## config.mk

```make
export PLATFORM = sky130hd
export DESIGN_NAME = exe_stage
export DESIGN_NICKNAME = d
export VERILOG_FILES = /design/src/logic/exe_pkg.sv /design/src/logic/exe_stage.sv
export SDC_FILE = /design/constraint.sdc
export NUM_CORES = 1
export LEC_CHECK = 0
export ABC_AREA = 1
export BUFFER_PORTS_ARGS = -buffer_cell sky130_fd_sc_hd__buf_2
export CELL_PAD_IN_SITES_DETAIL_PLACEMENT = 1
export CELL_PAD_IN_SITES_GLOBAL_PLACEMENT = 1
export CORE_MARGIN = 3
export CORE_UTILIZATION = 25
export DETAILED_ROUTE_END_ITERATION = 10
export PLACE_DENSITY_LB_ADDON = 0.12
export SYNTH_ARGS = -nofsm -noshare
export SYNTH_HDL_FRONTEND = slang
export SYNTH_SLANG_ARGS = --single-unit
```

## constraint.sdc

```tcl
create_clock -name clk -period 8.1 [get_ports clk]
set_input_delay 0.405 -clock clk [delete_from_list [all_inputs] [get_ports clk]]
set_output_delay 0.405 -clock clk [all_outputs]
set_load 0.03 [all_outputs]
```

## src/logic/exe_pkg.sv

```systemverilog
package exe_pkg;

  typedef logic [31:0] word_t;    // operands, results, address, hi/lo
  typedef logic [15:0] imm_t;     // signed load/store offset
  typedef logic [3:0]  strobe_t;  // bit k enables byte k
  typedef logic [1:0]  size_t;    // access size code

  localparam size_t SIZE_BYTE = 2'd0;
  localparam size_t SIZE_HALF = 2'd1;
  localparam size_t SIZE_WORD = 2'd2;

  typedef enum logic [4:0] {
    OP_ADD, OP_ADDU, OP_SUB, OP_SUBU,
    OP_AND, OP_OR, OP_XOR, OP_SLT, OP_SLTU,
    OP_MULT, OP_MULTU, OP_DIV, OP_DIVU,
    OP_MFHI, OP_MFLO, OP_MTHI, OP_MTLO,
    OP_LB, OP_LH, OP_LW, OP_LWL, OP_LWR,
    OP_SB, OP_SH, OP_SW, OP_SWL, OP_SWR
  } exe_op_t;

  typedef enum logic [1:0] {
    EXC_NONE,
    EXC_OVERFLOW,
    EXC_ADEL,     // misaligned load
    EXC_ADES      // misaligned store
  } exc_t;

  typedef enum logic [1:0] {
    DIV_IDLE,
    DIV_RUN,
    DIV_DONE
  } div_state_t;

  localparam int DIV_STEPS = 32;  // one quotient bit per step
  localparam int DIV_CNT_W = $clog2(DIV_STEPS);

  typedef logic [DIV_CNT_W-1:0] div_cnt_t;

  localparam div_cnt_t DIV_LAST = div_cnt_t'(DIV_STEPS - 1);

endpackage

```

## src/logic/exe_stage.sv

```systemverilog
module exe_stage (
  input  logic             clk,
  input  logic             reset,
  input  logic             in_valid,
  input  exe_pkg::exe_op_t in_op,
  input  exe_pkg::word_t   in_src_a,
  input  exe_pkg::word_t   in_src_b,
  input  exe_pkg::imm_t    in_imm,
  input  logic             out_allowin,
  input  logic             muldiv_done,
  input  exe_pkg::word_t   alu_result,
  input  exe_pkg::word_t   hi,
  input  exe_pkg::word_t   lo,
  input  exe_pkg::exc_t    exc,
  output logic             in_allowin,
  output logic             stage_valid,
  output exe_pkg::exe_op_t stage_op,
  output exe_pkg::word_t   stage_src_a,
  output exe_pkg::word_t   stage_src_b,
  output exe_pkg::imm_t    stage_imm,
  output logic             commit,
  output logic             out_valid,
  output exe_pkg::word_t   out_result,
  output exe_pkg::exc_t    out_exc
);

  logic ready_go;
  logic take_in;

  // only a running divide holds the stage
  assign ready_go = muldiv_done;

  assign in_allowin = !stage_valid || (ready_go && out_allowin);
  assign take_in    = in_valid && in_allowin;
  assign out_valid  = stage_valid && ready_go;
  assign commit     = out_valid && out_allowin;

  always_ff @(posedge clk)
  begin
    if (reset)
      stage_valid <= 1'b0;
    else if (in_allowin)
      stage_valid <= in_valid;  // refill on the leaving edge
  end

  always_ff @(posedge clk)
  begin
    if (take_in)
    begin
      stage_op    <= in_op;
      stage_src_a <= in_src_a;
      stage_src_b <= in_src_b;
      stage_imm   <= in_imm;
    end
  end

  always_comb
  begin
    case (stage_op)
      exe_pkg::OP_MFHI: out_result = hi;
      exe_pkg::OP_MFLO: out_result = lo;
      default:          out_result = alu_result;
    endcase
  end

  assign out_exc = exc;

endmodule

```

Word level (Yosys, flattened, before mapping)
Index checks and enable logic that the tools add are counted.
{"block": "word_totals", "output_inout_bits": 123, "register_bits": 86}
{"block": "classes", "mux": 1, "n_eq_ne": 2, "n_reduce_logical": 6}
{"operator": "$pmux W32 S2", "n": 1}
{"operator": "$eq A5 B4 Y1 const B", "n": 2}
{"operator": "$logic_and A1 B1 Y1", "n": 4}
{"operator": "$logic_not A1 Y1", "n": 1}
{"operator": "$logic_or A1 B1 Y1", "n": 1}

Longest topological paths before layout
{"block": "depth", "depth_word": 3, "ltp_mapped": 8, "mapped_depth_nobuf": 6}

Worst setup path before layout
Ideal clock, no wire load.
{"block": "synth_path", "path_kind": "flip-flop to flip-flop", "startpoint": "register stage_valid", "endpoint": "register stage_imm[0], enable pin", "path_stages_with_launch": 2, "synth_period_minus_slack_ps": 5160, "path_slack_ps": 2940, "required_time_ps": 7544, "setup_ps": 556, "t_arrival_ps": 4604, "path_cell_list": "dfxtp_1 a21oi_1"}
{"block": "synth_between", "elab_chain_cells": 3}
{"item": "from (decl)", "line": "exe_stage.sv:16", "rtl": "output logic stage_valid,"}
{"item": "from (signal assigned)", "line": "exe_stage.sv:43", "rtl": "stage_valid <= in_valid;"}
{"item": "$logic_not A1 Y1", "line": "exe_stage.sv:33", "rtl": "assign in_allowin = !stage_valid || (ready_go && out_allowin);"}
{"item": "$logic_or A1 B1 Y1", "line": "exe_stage.sv:33"}
{"item": "$logic_and A1 B1 Y1", "line": "exe_stage.sv:34", "rtl": "assign take_in = in_valid && in_allowin;"}
{"item": "via take_in", "line": "exe_stage.sv:28", "rtl": "logic take_in;"}
{"item": "to (signal assigned)", "line": "exe_stage.sv:53", "rtl": "stage_imm <= in_imm;"}
{"item": "to (decl)", "line": "exe_stage.sv:20", "rtl": "output exe_pkg::imm_t stage_imm,"}
The timed path passes the listed nets, and every way through them passes these cells.
A chain may end at the register's enable or synchronous reset.

Worst setup path after layout
{"block": "layout_path", "startpoint": "register stage_op[0]", "endpoint": "output out_result[17]"}
{"block": "layout_between", "elab_chain_cells": 2, "elab_cells_between_ends": 3, "cone_classes": "eq/ne: 2; mux: 1"}
{"item": "from (decl)", "line": "exe_stage.sv:17", "rtl": "output exe_pkg::exe_op_t stage_op,"}
{"item": "from (signal assigned)", "line": "exe_stage.sv:50", "rtl": "stage_op <= in_op;"}
{"item": "$eq A5 B4 Y1", "line": "exe_stage.sv:59", "rtl": "case (stage_op)"}
{"item": "$pmux W32 S2 (*)", "line": "exe_stage.sv:59"}
{"item": "to (decl)", "line": "exe_stage.sv:23", "rtl": "output exe_pkg::word_t out_result,"}
Every way passes the cells marked *; elsewhere a longest branch is shown, timed or not.

==> flow_summary.toml <==
[outcome]
outcome = "complete, no violations"

[logic_synthesis]
synth_compound_area_frac = 0.00276
synthCells = 316
synth_seq_cells = 86
synth.avg_cell_area_um2 = 11.5
synth.area.mux_share = 0
synth_warnings = 0
ys_seq_area_frac = 0.710
synthXorXnorAreaFrac = 0
synth_area_um2 = 3620
yosys.area.top_type = "edfxtp_1"
synthesis.nets = 504
synth_top_family_by_area = "simple AND/OR/NAND/NOR gates"
synth_top_area_share = 0.704
yosys.area_share.simple = 0.214
synth.distinct_cells = 12
synth_area_leaders = "edfxtp_1, nand3_1, nand2_1"
synth_fa_ha_area_frac = 0

[setup_path]
crit_path_start_kind = "flip-flop"
cp-end-kind = "output pin"
crit_arrival_ps = 2890
required_ps = 7700
path_buf_inv = 1
critPathKind = "flip-flop to output pin"
path_common_cell = "nand2_1"
critical_path.slowest_cell = "nand2_1"
cp.depth = 5
crit_chain = "nor2_4 > nand2_1 > nand3_1 > nand2_1 > buf_2"
worstPathMaxFanout = 33
reg2regPathDepth = 2
cpLargestDelayFamily = "simple AND/OR/NAND/NOR gates"
max_stage_delay_ps = 860

[global_routing]
grt_pass1_wl_mm = 20.1
grt_max_degree = 65
antenna_found_initial = 2
use_met3 = 0.0745
grt_usage = 0.162
top_usage_layer = "met2"
grt_pass1_vias = 3740
met2_usage = 0.290
met1_usage = 0.166
grt_overflow_total = 0

[die]
placementRows = 43
die_y_um = 126
initial_core_util = 0.258
die_area_um2 = 16000
core_um2 = 14000
fp.dieW_um = 126
io_pins = 311

[hold_path]
min_path_type = "input port to flip-flop"
worstHoldPathCells = 2

[cts]
cts.sinks = 86
clk_pin_slew_ps = 60
cts_resized = 0
clock_latency_ps = 340
cts_tree = "done"
cts_root_buffer = "clkbuf_16"
hold_buffers = 0
cts_buffers = 9
h-tree-depth = 3
cts_setup_buffers = 0
cts.path.max_buffers = 2

[placed_design]
portBuffers = 306
gp_congestion = 0.882
dpl.hpwl_mm = 10.9

[timing]
fin_crit_ps = 3290
tns_ps = 0
slew_headroom = 0.241
worst-slew-pin-transition_ps = 1140
max_freq_mhz = 304
fin_crit_sh = 0.407
finalMaxSlewViolations = 0
setup_viol = 0
finClkSkew_ps = 5.08
hold_violations = 0
rsz0062_at_grt = "no"

[cells_and_area]
syn_to_final_growth_pct = 54.3
final_nets = 802
final_cell_mix = "buf_2, nand3_1, edfxtp_1"
final_common_cell = "buf_2"
post-route-util = 0.398
drive_gt1_frac = 0.532

[detailed_routing]
routedWlPerCell_um = 16.8
drc_errors = 0
num_vias = 3480
firstDrtPassIters = 4
drt_iter0_markers = 106
detail-route-antenna-nets = 0
wl_mm = 13.4
vias_per_cell = 4.35

[power_and_ir_drop]
peakVddDrop_mv = 0.131
power_leakage_nw = 2.77
power_density_nw_per_um2 = 207

[job]
max_cap_violations = 0
## cell type report
class | instances | area [um^2]
tap | 180 | 225
clock inverter | 7 | 78.8
clock buffer | 9 | 225
timing repair buffer | 308 | 1550
inverter | 37 | 139
fill | 1692 | 8450
antenna | 1 | 2.50
sequential | 86 | 2570
multi-input combinational | 172 | 802
## path summary, 6_finish.rpt
path / from / endpoint / slack, ps
setup / recovery: stage_op[0]$_DFFE_PP_ / out_result[17] / 4810
hold / removal: reset / stage_valid$_SDFFE_PP0P_ / 230
hold reg to reg: stage_valid$_SDFFE_PP0P_ / stage_valid$_SDFFE_PP0P_ / 570
setup reg to reg: stage_valid$_SDFFE_PP0P_ / stage_src_b[1]$_DFFE_PP_ / 5870
## sequential cells by signal (all words and copies together) (netlist names)
name / cells
stage_imm: 16
stage_src_a: 32
stage_valid: 1
stage_op: 5
stage_src_b: 32
## cell usage after synthesis
master and n:
dfxtp_1 1, nor2_1 1, buf_2 12, a21oi_1 2
nor2_2 1, edfxtp_1 85, nand2_1 70, inv_2 2
inv_1 35, buf_4 9, nand3_1 96, nor2_4 2
## cell families after synthesis
family | count (synthesis)
simple gates | 170
flops | 86
buf+inv | 58
compound gates | 2
## where the power goes
part	switching (mW)	internal, mW	total (mW)
Clock	0.179	0.244	0.423
Combinational	0.139	0.0660	0.205
Sequential	0.00746	0.521	0.529
## per-layer routing
metal	share of wire	wire length (um)
met5	0.00052	7
met3	0.12	1610
met1	0.35	4700
met4	0.020	271
met2	0.51	6840
## through the flow
step | setup slack, ps | hold slack (ps) | area, um^2 | cells | power [mW]
CTS | 4690 | 214 | 5590 | 799 | 1.18
global placement | 5180 | 549 | 5290 | 783 | 0.743
floorplan | 2940 | 474 | 3620 | 316 | 0.660
global route | 4450 | 210 | 5590 | 800 | 1.21
detailed placement | 5070 | 565 | 5290 | 783 | 0.747
finish | 4810 | 229 | 5590 | 800 | 1.16
(Power assumes the default switching activity.)
